File: src/hw/fe_pkg.sv
// shared widths, types and branch-kind codes for the fetch front end
// compile this first, every RTL file refers to it
`default_nettype none

package fe_pkg;

  // addresses
  localparam int ADDR_W = 32;
  typedef logic [ADDR_W-1:0] addr_t;

  // one fetch block per request
  localparam int FETCH_BYTES = 32;
  localparam int BLOCK_OFS_W = $clog2(FETCH_BYTES);

  // global branch history, newest outcome in bit 0
  localparam int HIST_W = 16;
  typedef logic [HIST_W-1:0] ghist_t;

  // branch kind as recorded in the BTB
  typedef logic [1:0] kind_t;

  localparam kind_t KIND_COND = 2'd0;
  localparam kind_t KIND_JUMP = 2'd1;
  localparam kind_t KIND_CALL = 2'd2;
  localparam kind_t KIND_RET  = 2'd3;

  // retire-time condition code and flags
  typedef logic [3:0] cond_t;
  typedef logic [3:0] flags_t;

  // flag bit positions
  localparam int FLAG_C = 3;
  localparam int FLAG_Z = 2;
  localparam int FLAG_S = 1;
  localparam int FLAG_V = 0;

endpackage

`default_nettype wire

File: src/hw/return_stack.sv
// circular return-address stack
// calls push the fall-through address, returns pop it, oldest entry lost on overflow
`timescale 1ns/1ns
`default_nettype none

module return_stack #(
  parameter int RAS_DEPTH = 8
) (
  input  logic          clk,
  input  logic          rst,
  input  logic          push,
  input  logic          pop,
  input  fe_pkg::addr_t push_adr,
  output fe_pkg::addr_t top
);

  localparam int PTR_W = $clog2(RAS_DEPTH);

  logic [PTR_W-1:0] ptr;
  logic [PTR_W-1:0] ptr_up;
  fe_pkg::addr_t    mem [RAS_DEPTH];

  assign ptr_up = ptr + 1'b1;   // wraps
  assign top    = mem[ptr];

  always_ff @(posedge clk) begin
    if (rst) begin
      ptr <= '0;
    end else if (push) begin
      ptr <= ptr_up;
    end else if (pop) begin
      ptr <= ptr - 1'b1;
    end
  end

  always_ff @(posedge clk) begin
    if (push) mem[ptr_up] <= push_adr;
  end

  // one fetch block is either a call or a return
  a_no_push_pop: assert property (@(posedge clk) disable iff (rst)
    !(push && pop));

endmodule

`default_nettype wire

File: config.mk
export PLATFORM = sky130hd
export DESIGN_NAME = return_stack
export DESIGN_NICKNAME = d
export VERILOG_FILES = /design/src/hw/fe_pkg.sv /design/src/hw/return_stack.sv
export SDC_FILE = /design/constraint.sdc
export NUM_CORES = 1
export LEC_CHECK = 0
export CAP_MARGIN = 20
export CORE_MARGIN = 5
export CORE_UTILIZATION = 55
export CTS_CLUSTER_DIAMETER = 150
export DETAILED_ROUTE_END_ITERATION = 10
export DONT_BUFFER_PORTS = 1
export PLACE_DENSITY = 0.7
export SYNTH_ARGS = -nofsm -noshare
export SYNTH_HDL_FRONTEND = slang
export SYNTH_SLANG_ARGS = --single-unit
File: constraint.sdc
create_clock -name clk -period 5.3 [get_ports clk]
set_input_delay 0.265 -clock clk [delete_from_list [all_inputs] [get_ports clk]]
set_output_delay 0.265 -clock clk [all_outputs]
set_load 0.02 [all_outputs]
==> run metrics <==
final WL=roughly 18 mm; met1 Resource Use GR=0.232; Max rail drop VDD=about 0.29 mV; # IOs=68; Layout Utilization=0.646; DR vias=around 4300; Final Hold Vio Count=0; post-route cell area=~0.012 sq mm; Synth Register Bits=262; Final min period=between 3000 and 4000 ps; clk_lat worst skew=approximately 510 ps; I/O Buffers=0; worst-case clock buffer depth=3; Horiz. Die Dim=~150 um; Worst setup EP type=primary output; placed inst area=~0.010 sq mm; CTS resizes=0; P_leak=3.71 nW; CTS tree=yes; Worst Tran Pin Value=roughly 1100 ps; mean number of vias per cell=just over 6; PnR worst setup slack=~2100 ps; switching share of power=0.216; worst-case clock skew=around 12 ps; hold_ws=16.6 ps; Overflow after GRT=0; Synth Area per Inst=24.9 sq um; Power Total=roughly 4.7 mW; clock-pin slew on the worst setup and hold paths=~60 ps; post-synthesis cell type count=22; placed cells=630; sequential power share=0.522; initial antenna violation count=1; status=finished, final reports clean; fin crit share=0.602; Post-synth EDFFs=~260; total core area=~0.018 sq mm; row count=slightly below 50; Worst EP arrival=between 2000 and 3000 ps; register area share after synthesis=0.777; Achievable Freq=314 MHz; non-filler cells, final=709; DRT Pass-1 Iters=4; Iter 0 DRT Violations=300; CP max FO=45; Pint=3.68 mW; Max H-tree Level=1; Setup CP Type=reg2out; post-synthesis cell area=0.0100 sq mm; Multi-input gate area=about 0.0022 sq mm; GRT Max-Usage Layer=met2; setup slack after placement=approximately 2600 ps; setup_tns=0 ps; vias in the first global route=around 4600; RSZ-0062 raised after global routing=no; relative slew slack=0.277; met3 usage=0.0346; Final nets=499; Power per Cell Area=between 400 and 500 mW/mm^2; largest net degree at the start of global routing=46; GRT Resource Usage Total=0.170; FFs w/ async S/R, synth=0; register area=approximately 0.0078 sq mm; Pins Over Slew Limit=0; routed len/inst=approximately 25 um; Initial Util=0.559; Synth Warn #=0; first-pass GRT wire length=27.8 mm; clock power share=0.385; crit start category=register; Post-route DRC=0; worst path required time=5040 ps; die area=around 0.021 sq mm; max cap viols=0; gpl congestion=just under 0.7; CTS buffer count=25; # fillers=around 1100; hold-fix buffer count after cts=33; clock sinks=roughly 260; area grow syn2layout=15.5%; worst hold path type=in2reg; routing usage on met2=0.288; Die Ht=around 150 um; syn nets=about 440; HPWL Detailed=~10 mm; ys flop type=edfxtp_1; final setup fails=0; Root Buffer=clkbuf_16; ANT nets after route=0; setup bufs post-CTS=0; share of cells above drive strength 1=0.246; Cells after Synth=between 400 and 500; Comb pwr share=0.093; P_sw=roughly 1.0 mW
layout by cell type (no fill, tap or decap), types with 3 or more instances in the layout:
cell           Yosys  final
clkbuf_8           0      4
mux4_2            24     24
dfxtp_1            6      3
buf_4              0     13
clkbuf_1           0      7
edfxtp_1         256    256
clkbuf_16          0     28
a21oi_1            3      3
nor3_2             0      6
mux4_1            40     40
dlygate4sd3_1      0     33
mux2_2            32     32
layer usage:
metal	share of wire	vias to the layer above
li1	-	1878
met5	0	-
met2	0.51	114
met3	0.054	28
met4	0.020	0
met1	0.41	2296
final timing paths:
kind	start	end	slack, ps	cells past startpoint
max	register	top[8]	2110	3
min	pop	register	20	3
max reg2reg	ptr[0]$_SDFFE_PP0N_	mem[6][16]$_DFFE_PP_	2900	5
min reg2reg	ptr[2]$_SDFFE_PP0N_	register	550	2
critical path: stages, from the launching register on:
cell and delay, ps:
dfxtp_4 890, buf_4 490, mux4_1 610, mux2_2 340
power by group through the flow:
stage               clock network [mW]  registers [mW]  logic (mW)
floorplan                            0            2.45       0.347
global placement                     0            2.49       0.394
detailed placement                   0            2.50       0.400
CTS                               1.85            2.45       0.444
global route                      1.93            2.46       0.466
finish                            1.81            2.45       0.436
synthesized netlist by cell type (2+ instances only):
cell	n	area share
buf_6	7	0.0078
xnor2_1	2	0.0017
buf_1	9	0.0034
nor2_1	4	0.0015
inv_1	2	0.00075
mux4_2	24	0.054
dfxtp_1	6	0.012
mux2_2	32	0.036
edfxtp_1	256	0.77
nand3_1	2	0.0010
a21oi_1	3	0.0015
mux4_1	40	0.10
nand2_1	2	0.00075
ha_1	2	0.0025
nor3_1	6	0.0030
cell type report:
| type | count | share of cell area |
|---|---|---|
| Clock inverter | 6 | 0.00690 |
| Antenna cell | 1 | 0.000216 |
| Tap cell | 229 | 0.0247 |
| Sequential cell | 262 | 0.673 |
| Inverter | 2 | 0.000647 |
| Clock buffer | 39 | 0.0674 |
| Multi-Input combinational cell | 122 | 0.186 |
| Timing Repair Buffer | 48 | 0.0410 |
logic make-up after synthesis:
logic type	after synthesis	synth area share
DFF	262	0.777
muxes	96	0.194
buffers and inverters	20	0.0130
and+or+nand+nor	17	0.00834
AOI/OAI and AO/OA	4	0.00224
xor gates and xnor gates	3	0.00262
adders and majority gates	2	0.00249
flip-flops by register name (all words and copies together), names as in the netlist, named ones only:
name	count
mem	256
ptr	3
Note: power is estimated with default switching activity, not from simulation.
