$ cat config.mk
export PLATFORM = sky130hd
export DESIGN_NAME = target_buffer
export DESIGN_NICKNAME = d
export VERILOG_FILES = /design/src/hw/fe_pkg.sv /design/src/hw/target_buffer.sv
export SDC_FILE = /design/constraint.sdc
export NUM_CORES = 2
export LEC_CHECK = 0
export ABC_AREA = 1
export BUFFER_PORTS_ARGS = -buffer_cell sky130_fd_sc_hd__buf_4
export CAP_MARGIN = 0
export CORE_ASPECT_RATIO = 0.9
export CORE_UTILIZATION = 45
export DETAILED_ROUTE_END_ITERATION = 12
export GPL_ROUTABILITY_DRIVEN = 0
export PLACE_DENSITY = 0.62
export SLEW_MARGIN = 40
export SYNTH_ARGS = -nofsm -noshare
export SYNTH_HDL_FRONTEND = slang
export SYNTH_SLANG_ARGS = --single-unit
$ cat constraint.sdc
create_clock -name clk -period 4.5 [get_ports clk]
set_input_delay 0.45 -clock clk [delete_from_list [all_inputs] [get_ports clk]]
set_output_delay 0.45 -clock clk [all_outputs]
set_load 0.01 [all_outputs]
$ cat src/hw/fe_pkg.sv
// shared widths, types and branch-kind codes for the fetch front end
// compile this first, every RTL file refers to it
`default_nettype none

package fe_pkg;

  // addresses
  localparam int ADDR_W = 32;
  typedef logic [ADDR_W-1:0] addr_t;

  // one fetch block per request
  localparam int FETCH_BYTES = 32;
  localparam int BLOCK_OFS_W = $clog2(FETCH_BYTES);

  // global branch history, newest outcome in bit 0
  localparam int HIST_W = 16;
  typedef logic [HIST_W-1:0] ghist_t;

  // branch kind as recorded in the BTB
  typedef logic [1:0] kind_t;

  localparam kind_t KIND_COND = 2'd0;
  localparam kind_t KIND_JUMP = 2'd1;
  localparam kind_t KIND_CALL = 2'd2;
  localparam kind_t KIND_RET  = 2'd3;

  // retire-time condition code and flags
  typedef logic [3:0] cond_t;
  typedef logic [3:0] flags_t;

  // flag bit positions
  localparam int FLAG_C = 3;
  localparam int FLAG_Z = 2;
  localparam int FLAG_S = 1;
  localparam int FLAG_V = 0;

endpackage

`default_nettype wire

$ cat src/hw/target_buffer.sv
// direct-mapped branch target buffer
// combinational lookup on the fetch address, written by retire updates
`timescale 1ns/1ns
`default_nettype none

module target_buffer #(
  parameter int BTB_IDX_W = 6
) (
  input  logic          clk,
  input  logic          rst,
  input  fe_pkg::addr_t lk_adr,
  input  logic          upd_valid,
  input  fe_pkg::addr_t upd_src,
  input  fe_pkg::addr_t upd_target,
  input  fe_pkg::kind_t upd_kind,
  output logic          btb_hit,
  output fe_pkg::addr_t btb_target,
  output fe_pkg::kind_t btb_kind
);

  localparam int ENTRIES = 1 << BTB_IDX_W;
  localparam int TAG_W   = fe_pkg::ADDR_W - fe_pkg::BLOCK_OFS_W - BTB_IDX_W;

  typedef logic [BTB_IDX_W-1:0] idx_t;
  typedef logic [TAG_W-1:0]     tag_t;

  logic [ENTRIES-1:0] valid;
  tag_t               tag_mem    [ENTRIES];
  fe_pkg::addr_t      target_mem [ENTRIES];
  fe_pkg::kind_t      kind_mem   [ENTRIES];

  idx_t lk_idx;
  idx_t wr_idx;
  tag_t lk_tag;
  tag_t wr_tag;

  // index from the block bits, tag is everything above
  assign lk_idx = lk_adr[fe_pkg::BLOCK_OFS_W +: BTB_IDX_W];
  assign lk_tag = lk_adr[fe_pkg::ADDR_W-1 -: TAG_W];
  assign wr_idx = upd_src[fe_pkg::BLOCK_OFS_W +: BTB_IDX_W];
  assign wr_tag = upd_src[fe_pkg::ADDR_W-1 -: TAG_W];

  assign btb_hit    = valid[lk_idx] && (tag_mem[lk_idx] == lk_tag);
  assign btb_target = target_mem[lk_idx];
  assign btb_kind   = kind_mem[lk_idx];

  always_ff @(posedge clk) begin
    if (rst) begin
      valid <= '0;
    end else if (upd_valid) begin
      valid[wr_idx] <= 1'b1;
    end
  end

  always_ff @(posedge clk) begin
    if (upd_valid) begin
      tag_mem[wr_idx]    <= wr_tag;
      target_mem[wr_idx] <= upd_target;
      kind_mem[wr_idx]   <= upd_kind;   // replaces whatever aliased here
    end
  end

endmodule

`default_nettype wire

==> out/metrics.yaml <==
timing:
  worstMarginPinSlew_ns: 0.9087
  fmax_mhz: 246.6
  rsz0062_at_grt: "no"
  hold_viol_final: 0
  fin_crit_sh_pct: 90.13
  drv_slew: 0
  slew_headroom_pct: 39.42
  fin_hold_ws_ns: 0.03512
  setup_tns_ns: 0
  clock_skew_ns: 0
  setup_viol: 0
  fin_crit_ns: 4.056
setup_path:
  worstPathRequired_ns: 4.05
  worstSetupPathType: "primary input to primary output"
  ff2ff_path_depth: 2
  r2r_setup_slack_ns: 3.85
  r2r_end: "valid[57]"
  critPathSlowestCell: "inv_8"
  r2r_start: "valid[57]"
  worst-path-max-fanout: 61
  path_buf_inv: 5
  crit_top_cell: "nand3_1"
  path_depth: 15
  endpoint_kind: "primary output"
  arrival_ns: 3.61
  slowest_delay_ns: 0.41
  worstSetupStartpointType: "primary input"
  crit_chain: "buf_12 > inv_8 > buf_12 > buf_12 > o21ai_0 > o22ai_1 > nand2_1 > nand3_1 > nand3_1 > nand3_1 > a21oi_1 > nor2_1 > nand3_1 > nor2_1 > buf_4"
  critPathTopFamily: "buffers and inverters"
cts:
  clk_pin_slew_ns: 0.06
  htree_levels: 5
  insertion_delay_ns: 0.91
  cts-root-buf: "clkbuf_16"
  cts_setup_buffers: 0
  hold_buffers: 16
  numCtsBuffers: 369
  cts_tree: "done"
  cts-resized-gates: 0
  clockBufferDepth: 4
  cts_num_sinks: 3584
place:
  port_buffers: 125
  placed_area_um2: 149200
  hpwl_um: 226700
  placed_cells: 14900
power_and_ir_drop:
  power.leakage_nw: 52.85
  p_switching_mw: 15.87
  power_density_nw_per_um2: 442.3
  p_clk_share_pct: 42.3
  pwr-share-comb_pct: 5.9
  total_power_mw: 71.31
  switching_share_pct: 22.25
  p_int_mw: 55.44
  irDropWorstVdd_v: 0.0003202
  seq_power_share_pct: 51.8
yosys:
  synth.net_count: 11180
  ys_seq_area_share_pct: 75.75
  synthTopCellsByArea: "edfxtp_1 75%, o21ai_0 5.1%, nor2_1 4.6%"
  yosys_warnings: 0
  netlist_area_um2: 141200
  yosys.area_share.simple_pct: 13.06
  muxShareOfSynthArea_pct: 0
  synth_top_area_share_pct: 74.84
  syn_area_per_cell_um2: 12.75
  synth-compound-area-share_pct: 8.504
  synthCells: 11080
  synth_top_family_by_area: "simple AND/OR/NAND/NOR gates"
  synthAdderAreaFrac_pct: 0
  synth.distinct_cells: 26
  synth-seq-cells: 3584
  synth_xor_area_share_pct: 0
  yosys.area.top_type: "edfxtp_1"
global_routing:
  antenna_found_initial: 31
  grt_max_degree: 183
  grt_use_met2_pct: 43.03
  grt_use_total_pct: 27.58
  grt_pass1_wl_um: 632400
  grt_use_met1_pct: 38.68
  busiest_layer: "met2"
  overflow: 0
  grt_util_met3_pct: 4.894
  grt_pass1_vias: 89850
drt:
  ant_nets: 0
  route.vias.total: 96010
  first_pass_iters: 6
  drcViolationCount: 0
  dr.first_iter.drc_count: 13050
  avgRoutedWirePerCell_um: 28.66
  route.final.wire_length_um: 447200
  via_per_inst: 6.153
run:
  cap_violations: 0
die:
  start_util_pct: 45.39
  core_um2: 311200
  fp.dieH_um: 533.5
  rows: 194
  io_pins: 136
  dieArea_um2: 316100
  die_width_um: 592.5
finish:
  num-fill-cells: 25720
  mostFrequentLayoutCells: "3520 x edfxtp_1, 1651 x nor2_1, 1459 x nand2_1"
  synthToLayoutAreaGrowth_pct: 14.17
  final_nets: 11280
  final_common_cell: "edfxtp_1"
  drive_gt1_share_pct: 9.367
  finalNonFillerCells: 15600
  final_area_um2: 161200
worst_hold_path:
  min_path_type: "primary input to flip-flop"
  holdPathStages: 1
  min-delay-start: "upd_src[24]"
  hold-path-endpoint: "tag_mem[42][13]"
run_status:
  status: "complete, no violations"
==> per-layer routing <==
layer / part of all wire [%] / vias to the layer above
met5: 0.013 / -
met1: 39 / 48110
li1: - / 40920
met2: 46 / 5944
met3: 11 / 1031
met4: 4.2 / 10
==> how the worst max path moves through the flow <==
stage / slack [ns] / end / start
floorplan: 0.70 / kind_mem[32][0] / upd_valid
finish: 0.44 / btb_hit / lk_adr[5]
global route: 0.30 / btb_hit / lk_adr[5]
CTS: 0.44 / btb_hit / lk_adr[6]
global placement: 0.43 / btb_hit / lk_adr[6]
detailed placement: 0.47 / btb_hit / lk_adr[6]
==> worst reg2reg max path: cells and delay by family (launching register included) <==
kind,cells,cell delay (ns)
and+or+nand+nor,2,0.19
DFF,1,0.32
==> flip-flops by register name, summed over array words and instances (netlist names) <==
name        count
valid          64
kind_mem      128
tag_mem      1344
target_mem   2048
==> final cells by class <==
type	instances	area [um^2]	area share [%]
clock inverter	233	2285	1.417
multi-input combinational	6660	30930	19.19
sequential	3584	107000	66.35
antenna	11	27.53	0.01707
clock buffer	440	9585	5.945
tap	4116	5150	3.194
timing repair buffer	515	6076	3.768
inverter	44	202.7	0.1257
==> logic make-up after synthesis <==
group	count (synthesis)
AO/OA/AOI/OAI	2190
buffers and inverters	833
flip-flops	3584
AND/OR/NAND/NOR	4470
==> power by group through the flow <==
stage | registers (mW) | logic [mW] | clock network (mW)
after global routing | 36.9 | 4.55 | 31.6
after CTS | 36.9 | 4.17 | 30.4
after detailed placement | 37.6 | 4.13 | 0
after floorplan | 37.6 | 2.25 | 0
final | 36.9 | 4.22 | 30.2
after global placement | 37.6 | 4.04 | 0
==> synth_stat cells (all sizes together) <==
master	count
edfxtp	3520
buf	347
dfxtp	64
or2	9
nand2	1459
a31oi	1
nor2	1715
o211ai	11
clkbuf	442
o32ai	36
nor3	15
nand3	1259
nand3b	13
inv	43
o221ai	6
clkinv	1
o21ai	1444
o22ai	688
a21o	1
a21oi	3
==> metrics by stage <==
step | setup slack [ns] | util, %
2_1_floorplan | 0.7020 | -
3_3_place_gp | 0.4303 | 47.79
3_5_place_dp | 0.4670 | 47.93
4_1_cts | 0.4386 | 51.80
5_1_grt | 0.2986 | 51.81
6_report | 0.4442 | 51.82
No activity file was read; power rests on OpenSTA's default activity.
