$ cat config.mk
export PLATFORM = sky130hd
export DESIGN_NAME = dir_predictor
export DESIGN_NICKNAME = d
export VERILOG_FILES = /design/src/hw/fe_pkg.sv /design/src/hw/dir_predictor.sv
export SDC_FILE = /design/constraint.sdc
export NUM_CORES = 2
export LEC_CHECK = 0
export BUFFER_PORTS_ARGS = -buffer_cell sky130_fd_sc_hd__buf_2
export CAP_MARGIN = 20
export CORE_ASPECT_RATIO = 0.9
export CORE_MARGIN = 2
export CORE_UTILIZATION = 42
export CTS_BUF_LIST = sky130_fd_sc_hd__clkbuf_8 sky130_fd_sc_hd__clkbuf_16
export DETAILED_ROUTE_END_ITERATION = 8
export PLACE_DENSITY = 0.55
export SKIP_LAST_GASP = 1
export SYNTH_ARGS = -nofsm -noshare
export SYNTH_HDL_FRONTEND = slang
export SYNTH_SLANG_ARGS = --single-unit
$ cat constraint.sdc
create_clock -name clk -period 21 [get_ports clk]
set_input_delay 3.15 -clock clk [delete_from_list [all_inputs] [get_ports clk]]
set_output_delay 3.15 -clock clk [all_outputs]
set_load 0.02 [all_outputs]
$ cat src/hw/fe_pkg.sv
// shared widths, types and branch-kind codes for the fetch front end
// compile this first, every RTL file refers to it
`default_nettype none

package fe_pkg;

  // addresses
  localparam int ADDR_W = 32;
  typedef logic [ADDR_W-1:0] addr_t;

  // one fetch block per request
  localparam int FETCH_BYTES = 32;
  localparam int BLOCK_OFS_W = $clog2(FETCH_BYTES);

  // global branch history, newest outcome in bit 0
  localparam int HIST_W = 16;
  typedef logic [HIST_W-1:0] ghist_t;

  // branch kind as recorded in the BTB
  typedef logic [1:0] kind_t;

  localparam kind_t KIND_COND = 2'd0;
  localparam kind_t KIND_JUMP = 2'd1;
  localparam kind_t KIND_CALL = 2'd2;
  localparam kind_t KIND_RET  = 2'd3;

  // retire-time condition code and flags
  typedef logic [3:0] cond_t;
  typedef logic [3:0] flags_t;

  // flag bit positions
  localparam int FLAG_C = 3;
  localparam int FLAG_Z = 2;
  localparam int FLAG_S = 1;
  localparam int FLAG_V = 0;

endpackage

`default_nettype wire

$ cat src/hw/dir_predictor.sv
// direction predictor, three tables of 2-bit counters
// each table hashes the block address with a different history length,
// the prediction is the majority of the three upper bits
// after reset the tables are swept to weakly not taken, 2^PHT_IDX_W cycles
`timescale 1ns/1ns
`default_nettype none

module dir_predictor #(
  parameter int PHT_IDX_W = 8
) (
  input  logic           clk,
  input  logic           rst,
  input  fe_pkg::addr_t  lk_adr,
  input  fe_pkg::ghist_t lk_ghist,
  input  logic           trn_valid,
  input  fe_pkg::addr_t  upd_src,
  input  fe_pkg::ghist_t upd_ghist,
  input  logic           upd_taken,
  output logic           pred_taken
);

  localparam int ENTRIES = 1 << PHT_IDX_W;

  typedef logic [PHT_IDX_W-1:0] idx_t;

  idx_t       sweep_idx;
  logic       sweep_busy;
  logic [2:0] vote;

  // block bits xor the low hist_len history bits, folded to index width
  function automatic idx_t hash(fe_pkg::addr_t adr, fe_pkg::ghist_t h, int hist_len);
    idx_t r;
    r = adr[fe_pkg::BLOCK_OFS_W +: PHT_IDX_W];
    for (int i = 0; i < fe_pkg::HIST_W; i++) begin
      if (i < hist_len) r[i % PHT_IDX_W] = r[i % PHT_IDX_W] ^ h[i];
    end
    return r;
  endfunction

  always_ff @(posedge clk) begin
    if (rst) begin
      sweep_idx  <= '0;
      sweep_busy <= 1'b1;
    end else if (sweep_busy) begin
      sweep_idx <= sweep_idx + 1'b1;
      if (&sweep_idx) sweep_busy <= 1'b0;   // last entry written
    end
  end

  for (genvar t = 0; t < 3; t++) begin : g_tbl
    localparam int HLEN = (t == 0) ? 2 : (t == 1) ? 8 : fe_pkg::HIST_W;

    logic [1:0] ctr [ENTRIES];
    idx_t       lk_idx;
    idx_t       tr_idx;
    logic [1:0] tr_old;

    assign lk_idx  = hash(lk_adr, lk_ghist, HLEN);
    assign tr_idx  = hash(upd_src, upd_ghist, HLEN);
    assign tr_old  = ctr[tr_idx];
    assign vote[t] = ctr[lk_idx][1];

    always_ff @(posedge clk) begin
      if (sweep_busy) begin
        ctr[sweep_idx] <= 2'b01;   // weakly not taken
      end else if (trn_valid) begin
        if (upd_taken && tr_old != 2'b11) begin
          ctr[tr_idx] <= tr_old + 2'b01;
        end else if (!upd_taken && tr_old != 2'b00) begin
          ctr[tr_idx] <= tr_old - 2'b01;
        end
      end
    end
  end

  assign pred_taken = !sweep_busy &&
                      ((vote[0] && vote[1]) || (vote[0] && vote[2]) || (vote[1] && vote[2]));

endmodule

`default_nettype wire

==> summary.txt <==
Clocking
  • Clock-pin slew on the worst setup and hold paths: 0.06 ns
  • Root buffer selected by CTS: clkbuf_16
  • CTS H-tree depth: 4
  • Cts repair resizes: 0
  • CTS Buf Count: 164
  • CTS max path bufs: 3
  • CTS tree: built
  • Clk_lat worst skew: 0.81 ns
  • Clock sinks: between 1500 and 2000
  • # Post-CTS Setup Buffers: 0
  • Hold_buf cts: 0

Pwr
  • Sequential power share: between 40% and 50%
  • Sw Pwr: 1.77 mW
  • Power density over the cells: 87.2 mW/mm²
  • Peak VDD IR: about 0.070 mV
  • Leakage: 27.1 nW
  • Final Power: slightly above 7 mW
  • Sw frac: 24.8%
  • Clock share of power: 41.2%
  • Internal: approximately 5.4 mW
  • Comb power frac: between 10% and 20%

Critical path
  • Max incr delay on CP: 0.88 ns
  • WP data arrival: between 8 and 9 ns
  • CP Launch Type: primary input
  • Worst EP required: roughly 18 ns
  • CP max FO: 39
  • Critical path, cell by cell: buf_2, xor2_4, buf_4, buf_4, buf_4, mux4_2, mux4_2, mux4_2, mux4_2, o21ai_0, a21oi_1, buf_2
  • CP endpoint kind: primary output
  • Critical setup path kind: in2out
  • CP max-delay cell: buf_4
  • Most used cell, CP: mux4_2

Global route
  • First-pass GRT wire length: ~330 mm
  • Initial antenna violation count: 11
  • Largest net degree at the start of global routing: 257
  • Vias in the first global route: ~44000
  • GRT Total Usage: a little over a quarter
  • Total gr overflow: 0

Route
  • Avg WL per Cell: 34.4 µm
  • Met2 WL: 107 mm
  • Met1 WL: around 93 mm
  • Final WL: 231 mm
  • Initial drt markers: 5911
  • Total iterations of the first detailed-routing run: 6
  • Vias per cell: 6.59
  • Detail Route Antenna Nets: 0
  • Via count: around 44000
  • DRC viols: 0
  • Met3 Routed Length: 22.7 mm
  • Top Layer Used: met5

Placement
  • DP Worst Slack: 9.03 ns
  • Post-DP HPWL: 137 mm
  • RePlAce Congestion: 0.855
  • Placed Instances: between 6000 and 7000
  • Port bufs: between 50 and 60
  • Dpl cell area: 0.0763 mm²

Yosys
  • Yosys top cell area share: 63.2%
  • Most used DFF post-synth: edfxtp_1
  • Synth warn: 0
  • Simple-Gate Fraction of Synth Area: ~5.3%
  • Post-synth EDFFs: 1536
  • Post-synth ARST share: 0%
  • Synth top area cells: edfxtp_1 63%, mux4_2 20%, a22oi_1 3.3%
  • Post-synthesis mux area share: 21.5%
  • Post-synthesis sequential area ratio: a little under two thirds
  • Mapped Area: around 0.073 mm²
  • Post-synthesis compound-gate area fraction: 6.69%
  • Mapped Cells: 4276
  • Xor/xnor share of the synthesized area: 0.787%
  • Synth cell types: 79
  • Adder-cell area share of the yosys netlist: 0.0171%
  • Mapped Nets: 4377
  • Post-synth top area cell: edfxtp_1
  • Largest family of logic cells by synthesized area: multiplexers
  • Syn avg cell area: about 17 µm²
  • Number of synthesized register bits: 1545

Die
  • FP Rows: 145
  • Die H: 399 µm
  • Starting Density: 42.2%
  • Die Width: about 440 µm
  • Io pins: 101
  • Core area: between 0.15 and 0.2 mm²
  • Die ar.: 0.177 mm²

STA
  • Fmax: 84.6 MHz
  • Crit path time final: about 12 ns
  • Worst Setup Slack, final: 9.18 ns
  • Clk_skew: 0.0432 ns
  • Final hold slack: 0.576 ns
  • Setup TNS: 0 ns
  • Relative slew slack: -1.99%
  • Final Hold Vio Count: 0
  • Final setup vio count: 0
  • Period utilisation layout: 56.3%
  • Least-Margin Pin Slew: 1.53 ns
  • RSZ-0062 raised after global routing: no
  • Max-slew violations: 47

Layout
  • Commonest cells after routing, fill and taps aside: 1536 x edfxtp_1, 652 x mux4_2, 514 x nor2_1, 318 x a22oi_1, 169 x clkbuf_16
  • Finished Core Util: a little under half
  • Layout cells sized above 1: 27.4%
  • Final Non-Filler Cells: ~6700
  • Nets: 4402
  • Commonest non-fill, non-tap cell in the layout: edfxtp_1
  • Area grow syn2layout: 12.3%
  • Design area: between 0.08 and 0.09 mm²
  • # fillers: 14743

Outcome
  • Status: finished, violations left
  • Failing checks: slew limit

Worst hold path
  • Worst min path class: reg2reg

Flow run
  • Max-Cap Viols: 0
-- cell families (layout without fill, tap and decap cells) --
logic type / after synthesis / count (layout)
compound gates: 658 / 658
xor+xnor: 53 / 53
fa+ha+maj: 1 / 1
buf+inv: 376 / 534
flops: 1545 / 1545
mux: 749 / 749
other cells: 0 / 7
simple gates: 894 / 894
-- worst paths after layout --
| check | from | to | slack (ns) | cells past startpoint |
|---|---|---|---|---|
| worst max-delay path | lk_ghist[0] | pred_taken | 9.18 | 12 |
| worst min register to register | sweep_busy | sweep_busy | 0.58 | 1 |
| worst min-delay path | sweep_busy | sweep_busy | 0.58 | 1 |
| worst max register to register | g_tbl[0].ctr[244][1] | g_tbl[0].ctr[245][1] | 15.39 | 9 |
-- power by group through the flow --
stage	clock network, mW	registers (mW)	logic [mW]
6_report	2.95	3.34	0.856
4_1_cts	2.99	3.34	0.851
2_1_floorplan	0	3.41	0.540
3_5_place_dp	0	3.41	0.850
3_3_place_gp	0	3.41	0.850
5_1_grt	3.10	3.34	0.886
-- per-layer routing --
layer,vias up,global-route usage [%]
met4,2,9.00
li1,17904,-
met5,-,0
met2,2426,40.4
met1,23490,36.2
met3,429,6.28
-- final cells by class --
type,count,area [µm²],share of cell area [%]
antenna,7,17.5,0.0214
tap,2278,2850,3.48
inverter,17,63.8,0.0779
sequential,1545,46300,56.5
multi-input combinational,2355,25600,31.2
clock buffer,173,4280,5.23
clock inverter,126,1140,1.39
timing repair buffer,218,1710,2.09
-- cell usage after synthesis, drive strengths merged (3+ instances only) --
cell / number
a2111oi: 5
a211o: 17
a211oi: 12
a21o: 4
a21oi: 116
a221o: 21
a22o: 5
a22oi: 318
a2bb2oi: 3
a311oi: 5
a31oi: 15
a32oi: 20
and2: 14
and3: 6
buf: 155
clkbuf: 204
dfxtp: 9
edfxtp: 1536
inv: 16
mux2i: 96
mux4: 652
nand2: 127
nand2b: 17
nand3: 53
nand4: 20
nor2: 520
nor2b: 10
nor3: 87
nor3b: 17
nor4: 8
nor4bb: 6
o211a: 6
o211ai: 17
o21ai: 29
o22a: 4
o22ai: 29
o31a: 12
o31ai: 3
or4: 3
xnor2: 24
xor2: 22
xor3: 5
-- flip-flops by register name (all words and copies together), names as in the netlist --
register / cells
sweep_idx: 8
sweep_busy: 1
g_tbl.ctr: 1536
-- critical path, delay by kind of cell --
kind / cells / cell delay (ns)
buf+inv: 5 / 2.61
mux: 4 / 2.29
xor+xnor: 1 / 0.15
compound gates: 2 / 0.33
(Power assumes the default switching activity.)
