<file path="config.mk">
export PLATFORM = sky130hd
export DESIGN_NAME = branch_retire
export DESIGN_NICKNAME = d
export VERILOG_FILES = /design/src/hw/fe_pkg.sv /design/src/hw/branch_retire.sv
export SDC_FILE = /design/constraint.sdc
export NUM_CORES = 1
export LEC_CHECK = 0
export BUFFER_PORTS_ARGS = -buffer_cell sky130_fd_sc_hd__buf_2
export CORE_ASPECT_RATIO = 0.8
export CORE_MARGIN = 4
export CORE_UTILIZATION = 39
export CTS_BUF_LIST = sky130_fd_sc_hd__clkbuf_4 sky130_fd_sc_hd__clkbuf_8
export DETAILED_ROUTE_END_ITERATION = 8
export GPL_ROUTABILITY_DRIVEN = 1
export PLACE_DENSITY = 0.69
export SLEW_MARGIN = 5
export SYNTH_ARGS = -nofsm -noshare
export SYNTH_HDL_FRONTEND = slang
export SYNTH_SLANG_ARGS = --single-unit
</file>
<file path="constraint.sdc">
create_clock -name clk -period 2.31 [get_ports clk]
set_input_delay 0.3465 -clock clk [delete_from_list [all_inputs] [get_ports clk]]
set_output_delay 0.3465 -clock clk [all_outputs]
set_load 0.02 [all_outputs]
</file>
<file path="src/hw/fe_pkg.sv">
// shared widths, types and branch-kind codes for the fetch front end
// compile this first, every RTL file refers to it
`default_nettype none

package fe_pkg;

  // addresses
  localparam int ADDR_W = 32;
  typedef logic [ADDR_W-1:0] addr_t;

  // one fetch block per request
  localparam int FETCH_BYTES = 32;
  localparam int BLOCK_OFS_W = $clog2(FETCH_BYTES);

  // global branch history, newest outcome in bit 0
  localparam int HIST_W = 16;
  typedef logic [HIST_W-1:0] ghist_t;

  // branch kind as recorded in the BTB
  typedef logic [1:0] kind_t;

  localparam kind_t KIND_COND = 2'd0;
  localparam kind_t KIND_JUMP = 2'd1;
  localparam kind_t KIND_CALL = 2'd2;
  localparam kind_t KIND_RET  = 2'd3;

  // retire-time condition code and flags
  typedef logic [3:0] cond_t;
  typedef logic [3:0] flags_t;

  // flag bit positions
  localparam int FLAG_C = 3;
  localparam int FLAG_Z = 2;
  localparam int FLAG_S = 1;
  localparam int FLAG_V = 0;

endpackage

`default_nettype wire

</file>
<file path="src/hw/branch_retire.sv">
// resolves one retired branch per cycle against its flags
// registers the BTB update, the counter training and any redirect,
// all valid one cycle after ret_valid
`timescale 1ns/1ns
`default_nettype none

module branch_retire (
  input  logic           clk,
  input  logic           rst,
  input  logic           ret_valid,
  input  fe_pkg::addr_t  ret_src,
  input  fe_pkg::addr_t  ret_target,
  input  fe_pkg::kind_t  ret_kind,
  input  fe_pkg::cond_t  ret_cond,
  input  fe_pkg::flags_t ret_flags,
  input  logic           ret_pred_taken,
  input  fe_pkg::addr_t  ret_pred_target,
  input  fe_pkg::ghist_t ret_ghist,
  output logic           upd_valid,
  output logic           trn_valid,
  output fe_pkg::addr_t  upd_src,
  output fe_pkg::addr_t  upd_target,
  output fe_pkg::kind_t  upd_kind,
  output fe_pkg::ghist_t upd_ghist,
  output logic           upd_taken,
  output logic           redirect_valid,
  output fe_pkg::addr_t  redirect_adr,
  output fe_pkg::ghist_t redirect_ghist
);

  logic is_cond;
  logic taken;
  logic mispred;

  // bits 3:1 pick the base test, bit 0 inverts it
  function automatic logic cond_holds(fe_pkg::cond_t c, fe_pkg::flags_t f);
    logic cf, zf, sf, vf;
    logic base;
    cf = f[fe_pkg::FLAG_C];
    zf = f[fe_pkg::FLAG_Z];
    sf = f[fe_pkg::FLAG_S];
    vf = f[fe_pkg::FLAG_V];
    case (c[3:1])
      3'd0:    base = 1'b1;
      3'd1:    base = zf;
      3'd2:    base = cf;
      3'd3:    base = sf;
      3'd4:    base = vf;
      3'd5:    base = sf ^ vf;          // signed less
      3'd6:    base = (sf ^ vf) | zf;   // signed less or equal
      default: base = cf | zf;          // unsigned below or equal
    endcase
    return base ^ c[0];
  endfunction

  assign is_cond = (ret_kind == fe_pkg::KIND_COND);
  assign taken   = !is_cond || cond_holds(ret_cond, ret_flags);
  assign mispred = (taken != ret_pred_taken) || (taken && ret_target != ret_pred_target);

  always_ff @(posedge clk) begin
    if (rst) begin
      upd_valid      <= 1'b0;
      trn_valid      <= 1'b0;
      redirect_valid <= 1'b0;
    end else begin
      upd_valid      <= ret_valid;
      trn_valid      <= ret_valid && is_cond;
      redirect_valid <= ret_valid && mispred;
    end
  end

  always_ff @(posedge clk) begin
    if (ret_valid) begin
      upd_src    <= ret_src;
      upd_target <= ret_target;
      upd_kind   <= ret_kind;
      upd_ghist  <= ret_ghist;   // history seen at predict time
      upd_taken  <= taken;
      redirect_adr <= taken ? ret_target : ret_src + fe_pkg::addr_t'(fe_pkg::FETCH_BYTES);
      redirect_ghist <= is_cond ? {ret_ghist[fe_pkg::HIST_W-2:0], taken} : ret_ghist;
    end
  end

  // retire reports whole fetch-block addresses
  a_src_block: assert property (@(posedge clk) disable iff (rst)
    ret_valid |-> (ret_src[fe_pkg::BLOCK_OFS_W-1:0] == '0));

endmodule

`default_nettype wire

</file>
==> flow_summary.json <==
{
  "crit_path_end_kind": "flip-flop",
  "grt_start_max_net_pins": 44,
  "worst_pin_slew_ns": 0.407,
  "cp.arrival_ns": 2.38,
  "cp.required_ns": 2.65,
  "antenna_found_initial": 0,
  "finalSetupViolations": 0,
  "muxShareOfSynthArea": 0.113,
  "core-area_sq_um": 14200,
  "worst_slack_ns": 0.276,
  "pwr-share-comb": 0.167,
  "worstSetupStartpointType": "input port",
  "wire_per_inst_microns": 18.7,
  "yosysUniqueCellTypes": 37,
  "crit_type": "in2reg",
  "tns_ns": 0,
  "rows": 39,
  "synth_compound_area_frac": 0.0113,
  "gp_congestion": 0.746,
  "synth_top_family_by_area": "multiplexers",
  "synthArstFlopShare": 0,
  "clkPwrFrac": 0.331,
  "io_buffers": 259,
  "synth_simple_gate_area_frac": 0.0652,
  "cts_sinks": 134,
  "die_area_sq_um": 16500,
  "drv_slew": 0,
  "syn_to_final_growth_pct": 36.7,
  "p_sw_mw": 1.61,
  "pre_cts_ws_ns": -0.371,
  "ant_nets": 0,
  "syn_nets": 448,
  "drt_iter0_drc": 163,
  "ys.flop_type": "edfxtp_1",
  "ys_seq_elements": 134,
  "diodes": 0,
  "power_mw": 5.88,
  "finalCritPeriodShare": 0.881,
  "fillers": 1189,
  "hold_depth": 1,
  "cts_buffer_depth": 2,
  "grt_pass1_wl_microns": 21900,
  "drtPass1Iterations": 4,
  "die_y_microns": 116,
  "start_util": 0.397,
  "p_int_mw": 4.26,
  "p_per_area_nw_per_um2": 762,
  "max_freq_mhz": 492,
  "power.leakage_nw": 3.27,
  "fin_crit_ns": 2.03,
  "min_delay_worst_endpoint": "upd_src[2]$_DFFE_PP_",
  "syn_inst": 321,
  "grt_pass1_vias": 4019,
  "track_usage": 0.182,
  "synth-xor-area-share": 0.0914,
  "ys_seq_area_frac": 0.708,
  "synth_edf_count": 131,
  "cts_root_buf": "clkbuf_8",
  "seqPwrFrac": 0.502,
  "cts_tree": "yes",
  "hold_viol_final": 0,
  "ios": 260,
  "cap_violations": 0,
  "die_w_microns": 142,
  "rsz0062_at_grt": "no",
  "hp-class": "in2reg",
  "drive_gt1_frac": 0.576,
  "syn_area_per_cell_sq_um": 17.6,
  "cp_max_fo": 3,
  "clk_pin_slew_ns": 0.08,
  "ir_drop_mv": 0.451,
  "viasPerCell": 4.82,
  "nNetsFinal": 742,
  "hpwl_microns": 12000,
  "hp-start": "ret_src[2]",
  "wirelength_microns": 15200,
  "dpl-instance-area_sq_um": 7320,
  "drcViolationCount": 0,
  "vias": 3916,
  "cts_setup_buffers": 0,
  "status": "complete, no violations",
  "synthAdderAreaFrac": 0.00222,
  "gr-total-overflow": 0,
  "hold_slack_ns": 0.0871,
  "netlist_area_sq_um": 5640,
  "cts_buffers": 17,
  "post_cts_resized": 0,
  "fin_area_sq_um": 7710,
  "cts_hold_buf": 0,
  "swShare": 0.275,
  "ys_warn_count": 0,
  "cts_max_level": 4,
  "slew_headroom": 0.726
}
## synthesized netlist by cell type (2+ instances only)
library cell	n	area (sq um)
mux2_2	20	225
and3_1	4	25.0
inv_1	3	11.3
nor4_1	3	18.8
xor2_1	14	123
nand3_1	7	35.0
nand4_1	12	75.1
mux2i_1	2	20.0
a21oi_1	2	10.0
edfxtp_1	131	3930
nor2_1	6	22.5
nor3_1	9	45.0
xnor2_1	43	377
mux2_4	26	390
dfxtp_1	3	60.1
nand2b_1	2	12.5
nand2_1	11	41.3
and4_1	2	17.5
buf_6	3	33.8
## how the worst max path moves through the flow
| stage | from | to |
|---|---|---|
| 2_1_floorplan | ret_src[5] | redirect_adr[31]$_DFFE_PP_ |
| 3_3_place_gp | ret_target[7] | redirect_valid$_SDFF_PP0_ |
| 3_5_place_dp | ret_target[7] | redirect_valid$_SDFF_PP0_ |
| 4_1_cts | ret_target[7] | redirect_valid$_SDFF_PP0_ |
| 5_1_grt | ret_target[7] | redirect_valid$_SDFF_PP0_ |
| 6_report | ret_target[7] | redirect_valid$_SDFF_PP0_ |
## cells by family (layout without fill, tap and decap cells)
| group | Yosys count | after routing |
|---|---|---|
| AND/OR/NAND/NOR | 65 | 65 |
| flip-flops | 134 | 134 |
| adder cells (fa/ha/maj) | 1 | 1 |
| AO/OA/AOI/OAI | 8 | 8 |
| XOR/XNOR | 58 | 58 |
| multiplexers | 48 | 48 |
| buffers and inverters | 7 | 314 |
## state kept, by name, summed over array words and instances, names as in the netlist
| name | flops |
|---|---|
| redirect_adr | 32 |
| redirect_ghist | 16 |
| redirect_valid | 1 |
| trn_valid | 1 |
| upd_ghist | 16 |
| upd_kind | 2 |
| upd_src | 32 |
| upd_taken | 1 |
| upd_target | 32 |
| upd_valid | 1 |
## power by group through the flow
stage | clock [mW] | sequential [mW] | combinational, mW
floorplan | 0 | 3.28 | 0.225
global placement | 0 | 3.00 | 0.980
detailed placement | 0 | 3.00 | 0.992
CTS | 2.00 | 2.95 | 0.995
global route | 2.11 | 2.97 | 1.04
finish | 1.95 | 2.95 | 0.982
## layout by cell type, fill, tap and decap left out, types with 3 or more instances in the layout
master | Yosys | routed
inv_6 | 0 | 4
clkbuf_8 | 0 | 17
nand4_1 | 12 | 12
nand2_1 | 11 | 11
xnor2_1 | 43 | 43
buf_4 | 0 | 18
clkinv_4 | 0 | 3
nor3_1 | 9 | 9
xor2_1 | 14 | 14
mux2_2 | 20 | 20
buf_2 | 0 | 258
nand3_1 | 7 | 7
and3_1 | 4 | 4
nor4_1 | 3 | 3
dfxtp_1 | 3 | 3
nor2_1 | 6 | 6
inv_1 | 3 | 3
mux2_4 | 26 | 26
buf_12 | 0 | 3
edfxtp_1 | 131 | 131
## per-layer routing
metal	track usage	vias to the layer above	wire length (microns)
li1	-	1820	-
met1	0.222	1896	6010
met2	0.303	179	7450
met3	0.0639	21	1460
met4	0.0633	0	250
met5	0	-	0
## worst max-delay path, stage by stage
cell and delay (ns):
buf_2 0.12, xnor2_1 0.25, buf_4 0.17, nand4_1 0.11
nor4_1 0.38, buf_4 0.18, nand4_1 0.14, nor4_1 0.45
buf_4 0.18, a21oi_1 0.05
## final cells by class
type	count	area (sq um)	area share
sequential	134	3990	0.518
inverter	3	11.3	0.00146
multi-input combinational	180	1600	0.207
clock inverter	14	150	0.0195
tap	184	230	0.0299
clock buffer	18	241	0.0313
timing repair buffer	279	1490	0.193
## metrics by stage
stage	cells	utilization
after floorplan	321	-
after global placement	780	0.515
after detailed placement	780	0.515
after CTS	812	0.543
after global routing	812	0.543
final	812	0.543
(Power assumes the default switching activity.)
